$ cat config.mk
export PLATFORM = sky130hd
export DESIGN_NAME = lsab_ram_port
export DESIGN_NICKNAME = d
export VERILOG_FILES = /design/src/lsab_pkg.sv /design/src/lsab_ram_port.sv
export VERILOG_INCLUDE_DIRS = /design/src
export SDC_FILE = /design/constraint.sdc
export NUM_CORES = 1
export LEC_CHECK = 0
export ABC_CLOCK_PERIOD_IN_PS = 2000
export CAP_MARGIN = 0
export CORE_AREA = 2 2 81 83
export DETAILED_ROUTE_END_ITERATION = 16
export DIE_AREA = 0 0 83 85
export DONT_BUFFER_PORTS = 1
export GPL_TIMING_DRIVEN = 0
export SLEW_MARGIN = 20
export SYNTH_ARGS = -nofsm -noshare
export SYNTH_HDL_FRONTEND = slang
export SYNTH_SLANG_ARGS = --single-unit
$ cat constraint.sdc
create_clock -name CLK -period 2 [get_ports CLK]
set_input_delay 0.2 -clock CLK [delete_from_list [all_inputs] [get_ports CLK]]
set_output_delay 0.2 -clock CLK [all_outputs]
set_load 0.02 [all_outputs]
$ cat src/lsab_config.svh
`ifndef LSAB_CONFIG_SVH
`define LSAB_CONFIG_SVH

// number of independent queues
`define LSAB_QUEUES 4

// 64 entries per queue
`define LSAB_DEPTH_BITS 6

// marker store, 4 slots with 3 usable
`define LSAB_MARK_BITS 2

`define LSAB_WORD_BITS 32

`endif
$ cat src/lsab_pkg.sv
`include "lsab_config.svh"

package lsab_pkg;

  typedef logic [`LSAB_WORD_BITS-1:0]        word_t;
  typedef logic [$clog2(`LSAB_QUEUES)-1:0]   qsel_t;
  typedef logic [`LSAB_DEPTH_BITS-1:0]       qaddr_t;
  typedef logic [2:0]                        ancill_t;

  // tagged word position plus its side bits
  typedef struct packed {
    qaddr_t  addr;
    ancill_t ancill;
  } marker_t;

  // shared RAM address, queue in the upper bits
  typedef struct packed {
    qsel_t  qsel;
    qaddr_t qaddr;
  } ram_addr_t;

endpackage

$ cat src/lsab_ram_port.sv
`timescale 1ns/10ps
`include "lsab_config.svh"

module lsab_ram_port import lsab_pkg::*; (
  input  logic                        CLK,
  input  logic                        RST,
  input  qsel_t                       read_fifo,
  input  qsel_t                       write_fifo,
  input  logic   [`LSAB_QUEUES-1:0]   rd_go,
  input  logic   [`LSAB_QUEUES-1:0]   wr_go,
  input  qaddr_t [`LSAB_QUEUES-1:0]   rd_addr,
  input  qaddr_t [`LSAB_QUEUES-1:0]   wr_addr,
  input  word_t                       in_data,
  output ram_addr_t                   ram_raddr,
  output ram_addr_t                   ram_waddr,
  output logic                        ram_re,
  output logic                        ram_we,
  output word_t                       ram_wdata,
  input  word_t                       ram_rdata,
  output word_t                       out_data,
  output logic                        out_valid
);

  logic re_q;

  // only the selected queue can raise its go line
  assign ram_raddr = ram_addr_t'{qsel: read_fifo, qaddr: rd_addr[read_fifo]};
  assign ram_re    = rd_go[read_fifo];

  assign ram_waddr = ram_addr_t'{qsel: write_fifo, qaddr: wr_addr[write_fifo]};
  assign ram_we    = wr_go[write_fifo];
  assign ram_wdata = in_data;

  // second stage of the two-cycle read
  always_ff @(posedge CLK) begin
    if (!RST) begin
      re_q      <= 1'b0;
      out_valid <= 1'b0;
      out_data  <= '0;
    end else begin
      re_q      <= ram_re;
      out_valid <= re_q;
      if (re_q) begin
        out_data <= ram_rdata;
      end
    end
  end

endmodule

==> impl_metrics.ini, run 1 <==
[status]
outcome = completed

[grt]
grt_max_degree = 11
grt_pass1_vias = 1135
grt-ovfl-total = 0
grtUsageTotal_pct = 12.77
grt_pass1_wl_um = 6796
antenna_found_initial = 0

[logic_synthesis]
syn_inst = 161
yosysWarnings = 0
ys_seq_area_share_pct = 36.12
ys_ff_latch = 34
synth_area_um2 = 1884
synth.distinct_cells = 11
synth_nets = 287
syn_avg_cell_area_um2 = 11.70

[detailed_routing]
vias_per_cell = 4.780
first_pass_iters = 4
wirelength_um = 4901
routedWlPerCell_um = 19.92
drtIter0Drc = 29
final_antenna_net_count = 0
num_vias = 1176
drc = 0

[sta]
clock-skew-final_ns = 0.002838
final.min_clock_period_ns = 1.255
hold_viol = 0
max_freq_mhz = 796.7
slew_headroom_pct = 72.60
timing.final.crit_share_pct = 62.76
rsz0062_at_grt = false
tightestPinTransition_ns = 0.4109
slew_viol_final = 0
setup_violations = 0
hold_ws_ns = 0.04862
setup_tns_ns = 0

[setup_path]
critPathBufInv = 1
endpoint_kind = output port
rr_worst_depth = 4
r2r-end = out_data[17]
cp.depth = 2
critPathArrivalTime_ns = 1.06
cpPeakStageDelay_ns = 0.64
path_delay_family = multiplexers
worstPathRequired_ns = 1.80
start_kind = input pin
path_cells = buf_2 -> mux4_2
r2r_slack_ns = 0.89
worstSetupPathType = in -> out
rr_startpoint = re_q
crit_path_end = ram_waddr[0]
cp-startpoint = write_fifo[0]
cp_max_fo = 7
cp_slowest_cell = mux4_2

[cts]
cts_setup_buffers = 0
insertion_delay_ns = 0.28
clk_pin_slew_ns = 0.06
htreeDepth = 2
cts_sinks = 34
cts.hold.buffers_added = 0
cts_resized = 0
cts_root_buf = clkbuf_8
numCtsBuffers = 5
ctsLongestPathBuffers = 2
cts_tree = done

[die]
initial_core_util_pct = 30.37
fp-row-count = 29
die_area_um2 = 7055
core_area_um2 = 6205
die_h_um = 85
die_x_um = 83
ios = 209

[placed_design]
dp_hpwl_um = 4166
gp_congestion = 0.7442
port_buffers = 0

[hold_path]
hold_class = in -> reg

[pwr]
pwr_density_cell_nw_per_um2 = 799.4
vdd_drop_max_uv = 479.2
p_leak_nw = 0.8161

[finish]
areaGrowthSynthToFinish_pct = 9.960
nets = 294
drive_gt1_share_pct = 33.73
antenna_cells = 0

[flow_run]
drv_cap = 0
synthesized netlist by cell type:
cell,n,area share [%]
and2_1,2,0.66
clkbuf_1,4,0.80
nor2b_1,32,11
mux4_2,8,9.6
mux2i_1,32,17
buf_2,2,0.53
buf_6,1,0.60
mux4_1,6,8.4
buf_4,39,16
buf_1,1,0.20
dfxtp_1,34,36
metal layers:
layer  global-route usage, %  share of wire (%)  up-vias
met2                   21.70                 51      107
met4                   4.024               0.59        0
met1                   11.53                 31      534
li1                        -                  -      531
met3                   10.41                 17        4
met5                       0                  0        -
registers in the layout, indices dropped and copies added (netlist names):
name / cells
out_valid: 1
out_data: 32
re_q: 1
area by class of cell:
type                    instances  area [um2]
multi-input cells              80       870.8
flip-flops and latches         34       680.7
fillers                       638        4133
well taps                      77       96.34
clock buffers                   7       86.33
clock inverters                 1       5.005
plain buffers                  47       332.8
cells in the final DEF (no fill, tap or decap):
cell type | Yosys | routed
buf_2 | 2 | 2
buf_4 | 39 | 39
dfxtp_1 | 34 | 34
buf_6 | 1 | 1
clkbuf_1 | 4 | 5
buf_1 | 1 | 1
clkinv_2 | 0 | 1
nor2b_1 | 32 | 32
mux4_1 | 6 | 6
mux4_2 | 8 | 8
mux2i_1 | 32 | 32
clkbuf_8 | 0 | 6
and2_1 | 2 | 2
kinds of logic (layout without fill, tap and decap cells):
family / Yosys count / count (layout) / share of synthesized area [%]
DFF: 34 / 34 / 36.12
buffers and inverters: 47 / 55 / 17.66
and+or+nand+nor: 34 / 34 / 11.29
muxes: 46 / 46 / 34.93
how the worst min path moves through the flow:
stage	startpoint	end	slack, ns	cells past startpoint
floorplan	RST	out_data[27]	0.33	1
global placement	RST	out_data[31]	0.33	1
detailed placement	RST	out_data[28]	0.34	1
CTS	RST	out_data[29]	0.04	1
global route	RST	out_data[29]	0.03	1
finish	RST	out_data[31]	0.05	1
report_power, final:
part	switching [mW]	leakage, nW	internal, mW	total (mW)
logic	0.191	0.489	0.160	0.351
registers	0.0729	0.278	0.719	0.791
clock network	0.236	0.0482	0.277	0.514
through the flow:
| stage | cell area [um2] | setup WS, ns | cells | total power, mW | util [%] |
|---|---|---|---|---|---|
| final | 2072 | 0.7447 | 246 | 1.656 | 33.39 |
| after global routing | 2072 | 0.6892 | 246 | 1.744 | 33.39 |
| after CTS | 2072 | 0.7345 | 246 | 1.693 | 33.39 |
| after detailed placement | 1981 | 0.7333 | 238 | 1.166 | 31.92 |
| after global placement | 1981 | 0.7330 | 238 | 1.166 | 31.92 |
| after floorplan | 1884 | 0.7962 | 161 | 1.113 | - |
Note: power is estimated with default switching activity, not from simulation.
==> inputs of run 2 (changes only) <==
ABC_AREA = 1   (was not set)
ABC_CLOCK_PERIOD_IN_PS = 1080   (was 2000)
CORE_AREA = 2 2 80 82   (was 2 2 81 83)
DIE_AREA = 0 0 82 84   (was 0 0 83 85)
clock period = 1.08 ns   (was 2 ns; I/O delays follow)
==> run 2 against run 1 <==
Against the previous run:
- combinational power up 120%
- hold slack gained 0.091 ns
- largest power group unchanged
- clock-buffer cell count decreased by 1
- highest routed layer unchanged
- critical path type is now reg -> reg
- sequential power up 96%
==> impl_metrics.ini, run 2 <==
[status]
outcome = completed

[logic_synthesis]
synthFlopType = dfxtp_1
ys_seq_area_share_pct = 34.54
synth_edf_count = 0
ys_async_sr_fraction_pct = 0
synth_nets = 414
synth.area.top_cells = dfxtp_1, buf_4, nor2_1, o21ai_0, nand2_1
yosysTopAreaCellShare_pct = 34.54
yosysWarnings = 0
synth_commonest_cells = nor2_1, buf_4, nand2_1, o21ai_0, dfxtp_1
syn_avg_cell_area_um2 = 6.843
synth_area_um2 = 1971
ys_ff_latch = 34
synth.distinct_cells = 15
synth_top_area_cell = dfxtp_1
yosysMostFrequentCell = nor2_1
syn_inst = 288

[finish]
reg_top3 = out_data (32), out_valid (1), re_q (1)
areaGrowthSynthToFinish_pct = 27.43
final_cell_mix = nor2_1, buf_4, nand2_1, o21ai_0
fin_util_pct = 41.19
top_register = out_data
fillers = 611
antenna_cells = 0
largest_reg_flops = 32
final_area_um2 = 2511
drive_gt1_share_pct = 18.90
layout_commonest_cell = nor2_1
nets = 454

[sta]
setup_violations = 0
hold_viol = 0
clock-skew-final_ns = 0.009057
slew_headroom_pct = 82.57
final.min_clock_period_ns = 0.9118
fin_ws_ns = 0.1682
slew_viol_final = 0
rsz0062_at_grt = false
tightestPinTransition_ns = 0.2610
timing.final.crit_share_pct = 84.43
max_freq_mhz = 1097
setup_tns_ns = 0

[grt]
grt_pass1_wl_um = 7859
grt-ovfl-total = 0
grt_max_degree = 11
grtUsageTotal_pct = 14.31
grt_pass1_vias = 1805
antenna_found_initial = 0

[pwr]
pwr_density_cell_nw_per_um2 = 1384
switching_share_pct = 30.31
power_mw = 3.475
p_leak_nw = 1.244
vdd_drop_max_uv = 826.7
internal_power_mw = 2.422
pwr-share-clk_pct = 33.6
p_switching_mw = 1.053
pwr-share-comb_pct = 21.8
seq_power_share_pct = 44.6

[setup_path]
endpoint_kind = flop
worstSetupPathType = reg -> reg
start_kind = flop
rr_worst_depth = 3
worstPathRequired_ns = 1.25
critPathArrivalTime_ns = 1.08
cp_max_fo = 10

[die]
fp-row-count = 29
die_x_um = 82
die_h_um = 84
ios = 209
core_area_um2 = 6096
die_area_um2 = 6888
initial_core_util_pct = 32.33

[cts]
clk_pin_slew_ns = 0.07
cts_sinks = 34
ctsLongestPathBuffers = 2
cts_tree = done
insertion_delay_ns = 0.28
cts_setup_buffers = 0
numCtsBuffers = 5
htreeDepth = 2
cts_root_buf = clkbuf_8

[detailed_routing]
first_pass_iters = 4
drc = 0
vias_per_cell = 4.716
routedWlPerCell_um = 13.21
wirelength_um = 5349
drtIter0Drc = 39
final_antenna_net_count = 0
num_vias = 1910

[hold_path]
hold_class = in -> reg
holdPathStages = 3

[placed_design]
dp_hpwl_um = 4036
dp_slack_ns = 0.1010
gp_congestion = 0.7595
dpl_cell_area_um2 = 2067
port_buffers = 0

[flow_run]
drv_cap = 0
[run 2: cell types whose count changed after synthesis, sizes merged, moves of 4 or more]
cell	change
a21oi	+7
buf	+4
inv	+32
mux2i	-32
mux4	-14
nand2	+38
nor2	+65
nor2b	-32
o211ai	+19
o21ai	+39
[run 2: power groups by stage]
stage | clock network, mW | logic, mW | registers (mW)
CTS | 1.20 | 0.759 | 1.55
global route | 1.24 | 0.838 | 1.57
detailed placement | 0 | 0.658 | 1.58
floorplan | 0 | 0.582 | 1.56
global placement | 0 | 0.654 | 1.58
finish | 1.17 | 0.758 | 1.55
[run 2: stage by stage]
stage	instances	hold WS, ns
detailed placement	365	0.2512
global route	405	0.1435
floorplan	288	0.2429
finish	405	0.1400
CTS	405	0.1294
global placement	365	0.2465
[run 2: cell type report]
cell class	instances	area (um2)	share of cell area [%]
clock buffers	6	82.58	3.288
flip-flops and latches	34	681.9	27.15
clock inverters	1	30.03	1.196
inverters	32	120.1	4.783
multi-input cells	170	769.5	30.64
repair buffers	33	330.3	13.15
plain buffers	52	400.4	15.94
well taps	77	96.34	3.837
[run 2: cell families after synthesis]
| group | share of synthesized area (%) |
|---|---|
| buffers and inverters | 26.41 |
| DFF | 34.54 |
| AOI/OAI and AO/OA | 18.92 |
| and+or+nand+nor | 20.13 |
[run 2: repair_timing]
action	CTS	global route
hold endpoints to repair	32	0
endpoints found under the setup margin	0	6
gates resized for setup	0	1
hold buffers	33	0
[run 2: layer usage]
metal  track usage, %  wire (um)  vias up
li1                 -          -      952
met2            26.31       2656      119
met3            3.896        580        8
met1            15.53       2041      831
met4            4.091         69        0
met5                0          0        -
[run 2: worst max-delay path, stage by stage (launching register included)]
cell and delay (ns):
dfxtp_2 0.35, clkbuf_2 0.19, o21ai_0 0.21, nor2_1 0.06
[run 2: final timing paths]
check	from	to	slack [ns]
max	re_q	out_data[3]	0.17
min	RST	out_data[13]	0.14
max reg2reg	re_q	out_data[3]	0.17
min reg2reg	re_q	out_data[29]	0.59
