### src/lsab_config.svh
`ifndef LSAB_CONFIG_SVH
`define LSAB_CONFIG_SVH

// number of independent queues
`define LSAB_QUEUES 4

// 64 entries per queue
`define LSAB_DEPTH_BITS 6

// marker store, 4 slots with 3 usable
`define LSAB_MARK_BITS 2

`define LSAB_WORD_BITS 32

`endif
### src/lsab_pkg.sv
`include "lsab_config.svh"

package lsab_pkg;

  typedef logic [`LSAB_WORD_BITS-1:0]        word_t;
  typedef logic [$clog2(`LSAB_QUEUES)-1:0]   qsel_t;
  typedef logic [`LSAB_DEPTH_BITS-1:0]       qaddr_t;
  typedef logic [2:0]                        ancill_t;

  // tagged word position plus its side bits
  typedef struct packed {
    qaddr_t  addr;
    ancill_t ancill;
  } marker_t;

  // shared RAM address, queue in the upper bits
  typedef struct packed {
    qsel_t  qsel;
    qaddr_t qaddr;
  } ram_addr_t;

endpackage

### src/lsab_queue.sv
`timescale 1ns/10ps
`include "lsab_config.svh"

module lsab_queue import lsab_pkg::*; #(
  parameter qsel_t QID = '0
) (
  input  logic    CLK,
  input  logic    RST,
  input  logic    read,
  input  logic    write,
  input  qsel_t   read_fifo,
  input  qsel_t   write_fifo,
  input  logic    int_in,
  input  ancill_t ancill_in,
  input  logic    care_int,
  output logic    rd_go,
  output logic    wr_go,
  output qaddr_t  rd_addr,
  output qaddr_t  wr_addr,
  output logic    empty,
  output logic    stop,
  output logic    int_out,
  output ancill_t ancill_out
);

  logic full, will_empty, mark_hit;

  logic [`LSAB_MARK_BITS-1:0] mk_rptr, mk_rptr_nxt, mk_wptr;
  logic    mk_empty, mk_full, mk_we;
  marker_t mk_wdata, mk_rdata, mk_head;
  marker_t byp_data;
  logic    byp_q;

  assign wr_go = write && (write_fifo == QID) && !full;
  assign rd_go = read && (read_fifo == QID) && !stop;

  lsab_occupancy u_occ (
    .CLK        (CLK),
    .RST        (RST),
    .rd_go      (rd_go),
    .wr_go      (wr_go),
    .rd_addr    (rd_addr),
    .wr_addr    (wr_addr),
    .full       (full),
    .will_empty (will_empty)
  );

  lsab_stop_fsm u_fsm (
    .CLK        (CLK),
    .RST        (RST),
    .will_empty (will_empty),
    .mark_hit   (mark_hit),
    .care_int   (care_int),
    .stop       (stop),
    .empty      (empty),
    .int_out    (int_out)
  );

  // one slot kept free so full and empty differ
  assign mk_empty = (mk_rptr == mk_wptr);
  assign mk_full  = ((mk_wptr + 1'b1) == mk_rptr);
  assign mk_we    = int_in && wr_go && !mk_full;
  assign mk_wdata = marker_t'{addr: wr_addr, ancill: ancill_in};

  assign mk_rptr_nxt = mark_hit ? mk_rptr + 1'b1 : mk_rptr;

  // head is fetched every cycle from the next read pointer
  lsab_sram #(
    .DEPTH_BITS (`LSAB_MARK_BITS),
    .payload_t  (marker_t)
  ) u_mark (
    .CLK   (CLK),
    .raddr (mk_rptr_nxt),
    .re    (1'b1),
    .rdata (mk_rdata),
    .waddr (mk_wptr),
    .we    (mk_we),
    .wdata (mk_wdata)
  );

  // fresh marker landing on the head slot is not yet in rdata
  assign mk_head  = byp_q ? byp_data : mk_rdata;
  assign mark_hit = rd_go && !mk_empty && (mk_head.addr == rd_addr);

  always_ff @(posedge CLK) begin
    byp_data <= mk_wdata;
  end

  always_ff @(posedge CLK) begin
    if (!RST) begin
      mk_rptr    <= '0;
      mk_wptr    <= '0;
      byp_q      <= 1'b0;
      ancill_out <= '0;
    end else begin
      mk_rptr <= mk_rptr_nxt;
      byp_q   <= mk_we && (mk_wptr == mk_rptr_nxt);
      if (mk_we) begin
        mk_wptr <= mk_wptr + 1'b1;
      end
      if (mark_hit) begin
        ancill_out <= mk_head.ancill; // held until the next hit
      end
    end
  end

endmodule

### src/lsab_stop_fsm.sv
`timescale 1ns/10ps

module lsab_stop_fsm (
  input  logic CLK,
  input  logic RST,
  input  logic will_empty,
  input  logic mark_hit,
  input  logic care_int,
  output logic stop,
  output logic empty,
  output logic int_out
);

  typedef enum logic [1:0] {
    idle_empty,
    run,
    pause
  } state_t;

  state_t state, state_nxt;

  // an interrupt wins over going empty, so a tagged last word
  // still raises int_out; idle_empty follows one cycle later
  always_comb begin
    if (mark_hit && care_int) begin
      state_nxt = pause;
    end else if (will_empty) begin
      state_nxt = idle_empty;
    end else begin
      state_nxt = run; // pause lasts a single cycle
    end
  end

  always_ff @(posedge CLK) begin
    if (!RST) begin
      state <= idle_empty;
    end else begin
      state <= state_nxt;
    end
  end

  // flags decoded straight from the state register
  assign stop    = (state != run);
  assign empty   = (state == idle_empty);
  assign int_out = (state == pause);

endmodule

### src/lsab_occupancy.sv
`timescale 1ns/10ps
`include "lsab_config.svh"

module lsab_occupancy import lsab_pkg::*; (
  input  logic   CLK,
  input  logic   RST,
  input  logic   rd_go,
  input  logic   wr_go,
  output qaddr_t rd_addr,
  output qaddr_t wr_addr,
  output logic   full,
  output logic   will_empty
);

  localparam int LW = `LSAB_DEPTH_BITS + 1; // must hold a count of 64

  localparam logic [LW-1:0] LEN_ZERO = '0;
  localparam logic [LW-1:0] LEN_ONE  = LW'(1);
  localparam logic [LW-1:0] LEN_TOP  = LW'(2**`LSAB_DEPTH_BITS);
  localparam logic [LW-1:0] LEN_NEAR = LW'(2**`LSAB_DEPTH_BITS - 1);

  logic [LW-1:0] len, len_nxt;
  logic          empty_q;
  logic          full_nxt;

  // only the four boundary transitions change the flags
  always_comb begin
    full_nxt   = full;
    will_empty = empty_q;
    case ({len, rd_go, wr_go})
      {LEN_TOP,  2'b10}: begin full_nxt = 1'b0; will_empty = 1'b0; end
      {LEN_NEAR, 2'b01}: begin full_nxt = 1'b1; will_empty = 1'b0; end
      {LEN_ONE,  2'b10}: begin full_nxt = 1'b0; will_empty = 1'b1; end
      {LEN_ZERO, 2'b01}: begin full_nxt = 1'b0; will_empty = 1'b0; end
      default: ;
    endcase
  end

  always_comb begin
    case ({rd_go, wr_go})
      2'b10:   len_nxt = len - 1'b1;
      2'b01:   len_nxt = len + 1'b1;
      default: len_nxt = len; // both or neither
    endcase
  end

  always_ff @(posedge CLK) begin
    if (!RST) begin
      rd_addr <= '0;
      wr_addr <= '0;
      len     <= '0;
      full    <= 1'b0;
      empty_q <= 1'b1;
    end else begin
      len     <= len_nxt;
      full    <= full_nxt;
      empty_q <= will_empty;
      if (wr_go) begin
        wr_addr <= wr_addr + 1'b1;
      end
      if (rd_go) begin
        rd_addr <= rd_addr + 1'b1;
      end
    end
  end

endmodule

### src/lsab_sram.sv
`timescale 1ns/10ps

module lsab_sram #(
  parameter int  DEPTH_BITS = 8,
  parameter type payload_t  = logic [31:0]
) (
  input  logic                  CLK,
  input  logic [DEPTH_BITS-1:0] raddr,
  input  logic                  re,
  output payload_t              rdata,
  input  logic [DEPTH_BITS-1:0] waddr,
  input  logic                  we,
  input  payload_t              wdata
);

  payload_t mem [2**DEPTH_BITS];

  always_ff @(posedge CLK) begin
    if (we) begin
      mem[waddr] <= wdata;
    end
  end

  // read before write on a same-address collision
  always_ff @(posedge CLK) begin
    if (re) begin
      rdata <= mem[raddr];
    end
  end

endmodule

### config.mk
export PLATFORM = sky130hd
export DESIGN_NAME = lsab_queue
export DESIGN_NICKNAME = d
export VERILOG_FILES = /design/src/lsab_pkg.sv /design/src/lsab_queue.sv /design/src/lsab_stop_fsm.sv /design/src/lsab_occupancy.sv /design/src/lsab_sram.sv
export VERILOG_INCLUDE_DIRS = /design/src
export SDC_FILE = /design/constraint.sdc
export NUM_CORES = 1
export LEC_CHECK = 0
export CAP_MARGIN = 25
export CORE_MARGIN = 1.5
export CORE_UTILIZATION = 50
export DETAILED_ROUTE_END_ITERATION = 16
export DONT_BUFFER_PORTS = 1
export SLEW_MARGIN = 0
export SYNTH_ARGS = -nofsm -noshare
export SYNTH_HDL_FRONTEND = slang
export SYNTH_SLANG_ARGS = --single-unit
### constraint.sdc
create_clock -name CLK -period 3.7 [get_ports CLK]
set_input_delay 0.37 -clock CLK [delete_from_list [all_inputs] [get_ports CLK]]
set_output_delay 0.37 -clock CLK [all_outputs]
set_load 0.01 [all_outputs]
==> results.py, run 1 <==
metrics = {
    "placement": {
        "port_buffers": 0,
        "globalplace.congestion": 0.8959,
        "hpwl_um": 6374,
        "place_area_um2": 4293,
    },
    "logic_synthesis": {
        "ys_ff_latch": 85,
        "synth.most_common_cell": "dfxtp_1",
        "avgSynthCellArea_um2": 10.75,
        "synthFlopType": "dfxtp_1",
        "ys_types": 45,
        "synth_commonest_cells": "dfxtp_1, edfxtp_1, nand2_1",
        "synth_edf_count": 36,
        "syn_nets": 421,
        "syn_inst": 394,
        "netlist_area_um2": 4234,
        "yosysSeqAreaShare_pct": 48.70,
        "yosysWarningCount": 0,
        "synth.top_cell.area_share_pct": 25.53,
        "synthTopCellsByArea": "edfxtp_1, dfxtp_1, mux2i_1, mux2_2, ha_1",
        "yosysTopAreaCell": "edfxtp_1",
        "synthArstFlopShare_pct": 0,
    },
    "power": {
        "pwr-share-clk_pct": 36.9,
        "p_int_mw": 1.345,
        "switchingPower_uw": 418.3,
        "total_power_mw": 1.763,
        "cellPowerDensity_nw_per_um2": 392.8,
        "swShare_pct": 23.73,
        "leakagePower_nw": 1.562,
        "comb_power_share_pct": 6.0,
        "ir_drop_uv": 163.7,
        "power_frac_seq_pct": 57.1,
    },
    "layout": {
        "final_nets": 415,
        "diodes": 0,
        "drive_gt1_share_pct": 11.96,
        "area_growth_pct": 6.028,
        "design_area_um2": 4489,
    },
    "sta": {
        "tightest_slew_ps": 873.7,
        "rsz0062_at_grt": "false",
        "finalCritPeriodShare_pct": 75.28,
        "fin_hold_ws_ps": 33.19,
        "setup-tns-final_ps": 0,
        "relSlewSlack_pct": 41.76,
        "slew_violations": 0,
        "min_period_ps": 2785,
        "setup_viol": 0,
        "clock.fmax_ghz": 0.3590,
        "fin_skew_ps": 9.764,
        "hold_viol_final": 0,
    },
    "clock_network": {
        "cts_tree": "yes",
        "clock_path_buffers": 2,
        "path_clk_slew_ps": 90,
        "post_cts.repair.setup_buffers": 0,
        "cts.sinks": 85,
        "worstSkewPairLatency_ps": 350,
        "cts_made_buffers": 9,
        "hold_buffers": 0,
        "clockRootBuffer": "clkbuf_8",
        "cts_resized": 0,
        "cts.htree.levels": 3,
    },
    "worst_setup_path": {
        "arrival_ps": 2800,
        "cp_data_required_time_ps": 3710,
        "cpMaxStageDelayCell": "dfxtp_1",
        "cp_cell_sequence": "clkinv_1 > ha_1 > xnor2_1 > a21oi_1 > and2_1",
        "worst-setup-path-type": "reg2reg",
        "setup.worst_path.end_class": "register",
        "setup.worst_path.start_class": "register",
        "slowest_delay_ps": 610,
        "cp_max_fo": 14,
    },
    "floorplanning": {
        "fp.dieH_um": 95.02,
        "die_x_um": 95.02,
        "core-area_um2": 8217,
        "io_pins": 33,
        "start_util_pct": 51.53,
        "die-area_um2": 9029,
        "placementRows": 33,
    },
    "routing": {
        "vias": 2840,
        "vias_per_cell": 5.703,
        "drcViolationCount": 0,
        "drt_iter0_drc": 177,
        "ant_nets": 0,
        "wl_um": 9089,
        "dr.pass1.iters": 4,
        "wl_per_cell_um": 18.25,
    },
    "global_route": {
        "grt-ovfl-total": 0,
        "grt_pass1_vias": 2592,
        "grt_max_degree": 32,
        "grt_antenna_before_repair": 0,
        "track_usage_pct": 21.28,
        "grt_pass1_wl_um": 13860,
    },
    "outcome": {
        "outcome": "completed",
    },
    "min_path": {
        "hp-class": "in2reg",
    },
    "run": {
        "cap_viol_max_count": 0,
    },
}
-- routing by layer --
layer / GRT usage [%] / up-vias / routed length, um
met1: 30.21 / 1344 / 4398
met2: 31.73 / 71 / 4055
met4: 7.836 / 0 / 179
li1: - / 1410 / -
met3: 4.785 / 15 / 456
met5: 0 / - / 0
-- logic make-up (layout without fill, tap and decap cells) --
group	after synthesis	in the layout	synth area share (%)
and+or+nand+nor	135	135	17.32
DFF	85	85	48.70
AOI/OAI and AO/OA	64	64	10.37
muxes	46	46	11.58
buffers and inverters	27	26	2.955
xor gates and xnor gates	23	23	4.758
adders and majority gates	14	14	4.315
-- area by class of cell --
cell class                      instances  area [um2]
Clock buffer                           12       166.4
Clock inverter                          4       30.03
Fill cell                             733        3727
Inverter                                6       22.52
Multi-Input combinational cell        282        2047
Sequential cell                        85        2062
Tap cell                              105       131.4
Timing Repair Buffer                    4       30.03
-- cell usage in the layout (no fill, tap or decap), types with 7 or more instances in the layout --
cell | netlist | final
o22ai_1 | 9 | 9
o2111a_1 | 9 | 9
xor2_1 | 10 | 10
and2_1 | 18 | 18
nand3_1 | 13 | 13
edfxtp_1 | 36 | 36
nand2_1 | 33 | 33
dfxtp_1 | 49 | 49
nor2b_1 | 10 | 10
clkbuf_8 | 0 | 10
or3_1 | 12 | 12
a21oi_1 | 19 | 19
mux2i_1 | 24 | 24
ha_1 | 13 | 13
o21ai_0 | 7 | 7
mux2_2 | 21 | 21
nand4_1 | 7 | 7
a211oi_1 | 9 | 9
nor2_1 | 25 | 25
xnor2_1 | 13 | 13
-- worst paths after layout --
kind | from | end | depth (start not counted) | slack (ps)
worst min register to register | u_occ.full | u_occ.full | 2 | 540
worst min-delay path | ancill_in[2] | byp_data[2] | 0 | 30
worst max-delay path | mk_wptr[0] | u_mark.mem[3][6] | 5 | 910
worst max register to register | mk_wptr[0] | u_mark.mem[3][6] | 5 | 910
-- through the flow --
stage / util (%) / cells / setup slack [ps]
finish: 54.64 / 498 / 914.7
global route: 54.64 / 498 / 614.2
CTS: 54.64 / 498 / 866.6
detailed placement: 52.25 / 482 / 865.4
global placement: 52.25 / 482 / 979.0
floorplan: - / 394 / 932.8
-- worst max-delay path, delay by kind of cell, from the launching register on --
family	cells	cell delay, ps
fa+ha+maj	1	400
xor+xnor	1	130
flops	1	610
buf+inv	1	350
simple gates	1	460
compound gates	1	490
-- flip-flops by register name, indices dropped and copies added, names as in the netlist, 2 cells and up, named ones only --
| register | cells |
|---|---|
| ancill_out | 3 |
| byp_data | 9 |
| mk_rptr | 2 |
| mk_wptr | 2 |
| u_fsm.state | 2 |
| u_mark.mem | 36 |
| u_mark.rdata | 9 |
| u_occ.len | 7 |
| u_occ.rd_addr | 6 |
| u_occ.wr_addr | 6 |
-- power by group through the flow --
stage | Sequential (mW) | Combinational [mW] | Clock (mW)
floorplan | 1.02 | 0.0934 | 0
global placement | 1.03 | 0.105 | 0
CTS | 1.01 | 0.107 | 0.663
global route | 1.01 | 0.121 | 0.701
detailed placement | 1.03 | 0.106 | 0
finish | 1.01 | 0.107 | 0.650
Power figures use the tool's default switching activity.
==> inputs of run 2 (changes only) <==
Clock period 3.7 ns to 2.6 ns, I/O delays scaled along.
==> run 2 against run 1 <==
Compared with the run above: count of clock-buffer cells in the layout up 1; sequential share of layout area decreased by 2.1 points; die area is the same; first-iteration DRC count is 30% lower; combinational power rose by 76%; worst setup slack got worse by 760 ps; register-to-register slack worse by 760 ps; largest cell class is now multi-input combinational cells; highest routed layer unchanged.
==> results.py, run 2 (synthesis gave the netlist of run 1 again) <==
metrics = {
    "layout": {
        "fillers": 719,
        "diodes": 0,
        "final_cell_mix": "dfxtp_1, edfxtp_1, nand2_1, nor2_1, mux2i_1",
        "fin_util_pct": 57.23,
        "final_common_cell": "dfxtp_1",
        "top_regs": "u_mark.mem x36, byp_data x9, u_mark.rdata x9",
        "top_register": "u_mark.mem",
        "final_nets": 432,
        "area_growth_pct": 11.05,
        "largest_reg_flops": 36,
        "drive_gt1_share_pct": 15.85,
        "design_area_um2": 4702,
    },
    "routing": {
        "wl_um": 9383,
        "vias": 2895,
        "ant_nets": 0,
        "wl_per_cell_um": 18.22,
        "drcViolationCount": 0,
        "vias_per_cell": 5.621,
        "dr.pass1.iters": 4,
        "drt_iter0_drc": 124,
    },
    "sta": {
        "min_period_ps": 2450,
        "fin_skew_ps": 14.56,
        "finalCritPeriodShare_pct": 94.23,
        "fin_hold_ws_ps": 27.06,
        "relSlewSlack_pct": 63.64,
        "setup_viol": 0,
        "setup-tns-final_ps": 0,
        "rsz0062_at_grt": "false",
        "tightest_slew_ps": 545.3,
        "clock.fmax_ghz": 0.4082,
        "slew_violations": 0,
        "hold_viol_final": 0,
    },
    "placement": {
        "place_area_um2": 4427,
        "globalplace.congestion": 0.7976,
        "hpwl_um": 6227,
        "port_buffers": 0,
    },
    "power": {
        "cellPowerDensity_nw_per_um2": 570.3,
        "leakagePower_nw": 1.669,
        "total_power_mw": 2.681,
        "ir_drop_uv": 341.1,
    },
    "clock_network": {
        "post_cts.repair.setup_buffers": 0,
        "cts.sinks": 85,
        "cts.htree.levels": 3,
        "clock_path_buffers": 2,
        "cts_tree": "yes",
        "clockRootBuffer": "clkbuf_8",
        "cts_made_buffers": 9,
        "worstSkewPairLatency_ps": 360,
        "path_clk_slew_ps": 80,
    },
    "worst_setup_path": {
        "arrival_ps": 2700,
        "setup.worst_path.end_class": "register",
        "cp_data_required_time_ps": 2850,
        "cp_max_fo": 7,
        "worst-setup-path-type": "reg2reg",
        "setup.worst_path.start_class": "register",
    },
    "outcome": {
        "outcome": "completed",
    },
    "global_route": {
        "track_usage_pct": 22.19,
        "grt-ovfl-total": 0,
        "grt_max_degree": 32,
        "grt_pass1_vias": 2803,
        "grt_antenna_before_repair": 0,
        "grt_pass1_wl_um": 14680,
    },
    "floorplanning": {
        "placementRows": 33,
        "start_util_pct": 51.53,
        "io_pins": 33,
        "die_x_um": 95.02,
        "fp.dieH_um": 95.02,
        "die-area_um2": 9029,
        "core-area_um2": 8217,
    },
    "min_path": {
        "hp-class": "in2reg",
    },
    "run": {
        "cap_viol_max_count": 0,
    },
}
## run 2: changes by cell type in the layout (fill, tap and decap cells not counted), moves of 2 or more
| cell | previous run | this run |
|---|---|---|
| dlygate4sd3_1 | 0 | 4 |
| a21oi_1 | 19 | 17 |
| a21oi_2 | 0 | 2 |
| buf_4 | 4 | 17 |
| bufinv_16 | 0 | 2 |
| ha_1 | 13 | 11 |
| clkbuf_1 | 1 | 3 |
| ha_4 | 0 | 2 |
## run 2: path summary, 6_finish.rpt
| kind | start | to | slack, ps | depth (start not counted) |
|---|---|---|---|---|
| setup / recovery | u_fsm.state[1] | u_occ.len[6] | 150 | 12 |
| hold / removal | RST | u_occ.rd_addr[4] | 30 | 1 |
| setup reg to reg | u_fsm.state[1] | u_occ.len[6] | 150 | 12 |
| hold reg to reg | register | register | 510 | 2 |
## run 2: area by class of cell
class | instances | area, um2 | area share, %
Multi-Input combinational cell | 282 | 2086 | 44.36
Sequential cell | 85 | 2062 | 43.85
Timing Repair Buffer | 21 | 167.7 | 3.566
Clock buffer | 13 | 160.2 | 3.406
Tap cell | 105 | 131.4 | 2.794
Clock inverter | 3 | 67.56 | 1.437
Inverter | 6 | 27.53 | 0.5854
## run 2: what timing repair did
| item | CTS | global route |
|---|---|---|
| hold buffers | 4 | 0 |
| hold endpoints to repair | 16 | 0 |
| setup endpoints to repair | 0 | 2 |
| gates resized for setup | 0 | 2 |
## run 2: worst max-delay path, stage by stage (launching register included)
cell	delay, ps
dfxtp_1	320
nand2b_4	170
nor4b_4	360
inv_1	130
ha_4	210
inv_6	90
ha_4	210
a21oi_2	140
o21bai_2	110
a211o_1	280
o211ai_1	110
xor2_1	80
and2_1	130
## run 2: routing by layer
layer  routed length [um]  GRT usage (%)
met1                 4334          29.40
met2                 4526          35.77
met3                  394          4.466
met4                  129          8.333
met5                    0              0
## run 2: power breakdown
group	leakage, nW	switching, mW	internal (mW)
Combinational	0.852	0.0969	0.0908
Sequential	0.709	0.0222	1.41
Clock	0.109	0.464	0.602
Total	1.67	0.583	2.10
## run 2: per-stage QoR
stage	std cells	setup slack, ps
after CTS	515	52.30
after floorplan	394	17.83
after global placement	495	215.7
after detailed placement	495	78.06
final	515	150.0
after global routing	515	4.773
==> inputs of run 3 (changes only) <==
Settings changed: RECOVER_POWER set to 100, SKIP_LAST_GASP set to 1.
==> run 3 against run 2 <==
Compared with the run above: clock power about the same; worst setup slack improved by 15 ps; final cell count unchanged; critical path depth unchanged; via count about the same.
==> results.py, run 3 (synthesis gave the netlist of run 1 again) <==
metrics = {
    "power": {
        "ir_drop_uv": 341.0,
        "leakagePower_nw": 1.661,
        "cellPowerDensity_nw_per_um2": 571.2,
    },
    "global_route": {
        "grt_antenna_before_repair": 0,
        "grt_max_degree": 32,
        "grt_pass1_wl_um": 14680,
        "track_usage_pct": 22.19,
        "grt-ovfl-total": 0,
        "grt_pass1_vias": 2803,
    },
    "min_path": {
        "min_path_cells": 1,
        "min_to": "u_occ.rd_addr[0]",
        "hp-start": "RST",
        "hp-class": "in2reg",
    },
    "routing": {
        "wl_um": 9377,
        "drt_iter0_drc": 114,
        "vias_per_cell": 5.617,
        "dr.pass1.iters": 4,
        "wl_per_cell_um": 18.21,
        "vias": 2893,
        "drcViolationCount": 0,
        "ant_nets": 0,
    },
    "sta": {
        "fin_hold_ws_ps": 24.83,
        "min_period_ps": 2435,
        "tightest_slew_ps": 544.2,
        "clock.fmax_ghz": 0.4107,
        "fin_skew_ps": 14.55,
        "setup_viol": 0,
        "setup-tns-final_ps": 0,
        "hold_viol_final": 0,
        "relSlewSlack_pct": 63.72,
        "finalCritPeriodShare_pct": 93.66,
        "slew_violations": 0,
        "rsz0062_at_grt": "false",
    },
    "clock_network": {
        "clock_path_buffers": 2,
        "cts_made_buffers": 9,
        "cts.htree.levels": 3,
        "path_clk_slew_ps": 90,
        "cts.sinks": 85,
        "cts_tree": "yes",
        "clockRootBuffer": "clkbuf_8",
        "worstSkewPairLatency_ps": 360,
    },
    "worst_setup_path": {
        "setup.worst_path.start_class": "register",
        "worstReg2RegStart": "u_fsm.state[1]",
        "reg2reg_slack_ps": 160,
        "cp_data_required_time_ps": 2850,
        "setup.worst_path.end_class": "register",
        "arrival_ps": 2690,
        "r2r-end": "u_occ.len[6]",
        "reg2reg_depth": 12,
        "worst-setup-path-type": "reg2reg",
        "cp_max_fo": 7,
    },
    "floorplanning": {
        "die-area_um2": 9029,
        "die_x_um": 95.02,
        "placementRows": 33,
        "fp.dieH_um": 95.02,
        "io_pins": 33,
        "start_util_pct": 51.53,
        "core-area_um2": 8217,
    },
    "placement": {
        "hpwl_um": 6227,
        "port_buffers": 0,
        "globalplace.congestion": 0.7976,
    },
    "layout": {
        "top_register": "u_mark.mem",
        "final_nets": 432,
        "largest_reg_flops": 36,
        "final_common_cell": "dfxtp_1",
        "area_growth_pct": 10.85,
        "top_regs": "u_mark.mem x36, byp_data x9, u_mark.rdata x9",
        "fin_util_pct": 57.12,
        "final_cell_mix": "dfxtp_1, edfxtp_1, nand2_1, nor2_1, mux2i_1",
        "drive_gt1_share_pct": 15.61,
        "fillers": 720,
        "diodes": 0,
    },
    "run": {
        "cap_viol_max_count": 0,
    },
    "outcome": {
        "outcome": "completed",
    },
}
-- run 3: worst max-delay path: stages, from the launching register on --
cell	delay (ps)
dfxtp_1	320
nand2b_4	170
nor4b_4	350
inv_1	130
ha_4	210
inv_6	90
ha_4	210
a21oi_2	140
o21bai_2	110
a211o_1	280
o211ai_1	110
xor2_1	80
and2_1	130
-- run 3: how the worst max path moves through the flow --
| stage | from | end | slack [ps] | cells after the start |
|---|---|---|---|---|
| after floorplan | u_fsm.state[1] | u_occ.len[6] | 20 | 12 |
| after global placement | u_fsm.state[0] | u_occ.len[6] | 220 | 12 |
| after detailed placement | u_fsm.state[1] | u_occ.len[6] | 80 | 12 |
| after CTS | u_fsm.state[1] | u_occ.len[6] | 50 | 12 |
| after global routing | u_fsm.state[0] | u_occ.len[5] | 5 | 12 |
| final | u_fsm.state[1] | u_occ.len[6] | 160 | 12 |
-- run 3: metal layers --
| metal | vias to the layer above | track usage, % | part of all wire [%] |
|---|---|---|---|
| li1 | 1443 | - | - |
| met1 | 1367 | 29.40 | 46 |
| met2 | 72 | 35.77 | 48 |
| met3 | 11 | 4.466 | 4.7 |
| met4 | 0 | 8.333 | 1.4 |
| met5 | - | 0 | 0 |
-- run 3: stage by stage --
stage | instance area, um2 | power (mW) | cells | setup WS (ps)
6_report | 4693 | 2.681 | 515 | 164.9
4_1_cts | 4695 | 2.704 | 515 | 52.30
2_1_floorplan | 4270 | 1.593 | 394 | 17.83
3_3_place_gp | 4427 | 1.627 | 495 | 215.7
5_1_grt | 4693 | 2.783 | 515 | 4.774
3_5_place_dp | 4427 | 1.635 | 495 | 78.06
-- run 3: what timing repair did --
item / 4_1_cts / 5_1_grt
hold buffers: 4 / 0
gates resized for setup: 0 / 2
buffers inserted: 0 / 0
hold endpoints to repair: 16 / 0
setup endpoints to repair: 0 / 2
-- run 3: power by group --
| group | switching, mW | internal, mW |
|---|---|---|
| sequential | 0.0222 | 1.41 |
| clock | 0.464 | 0.602 |
| combinational | 0.0968 | 0.0901 |
-- run 3: cell type report --
type / instances / area [um2] / area share (%)
Clock buffer: 13 / 160.2 / 3.412
Tap cell: 105 / 131.4 / 2.799
Sequential cell: 85 / 2062 / 43.94
Timing Repair Buffer: 21 / 158.9 / 3.386
Inverter: 6 / 27.53 / 0.5865
Clock inverter: 3 / 67.56 / 1.440
Multi-Input combinational cell: 282 / 2086 / 44.44
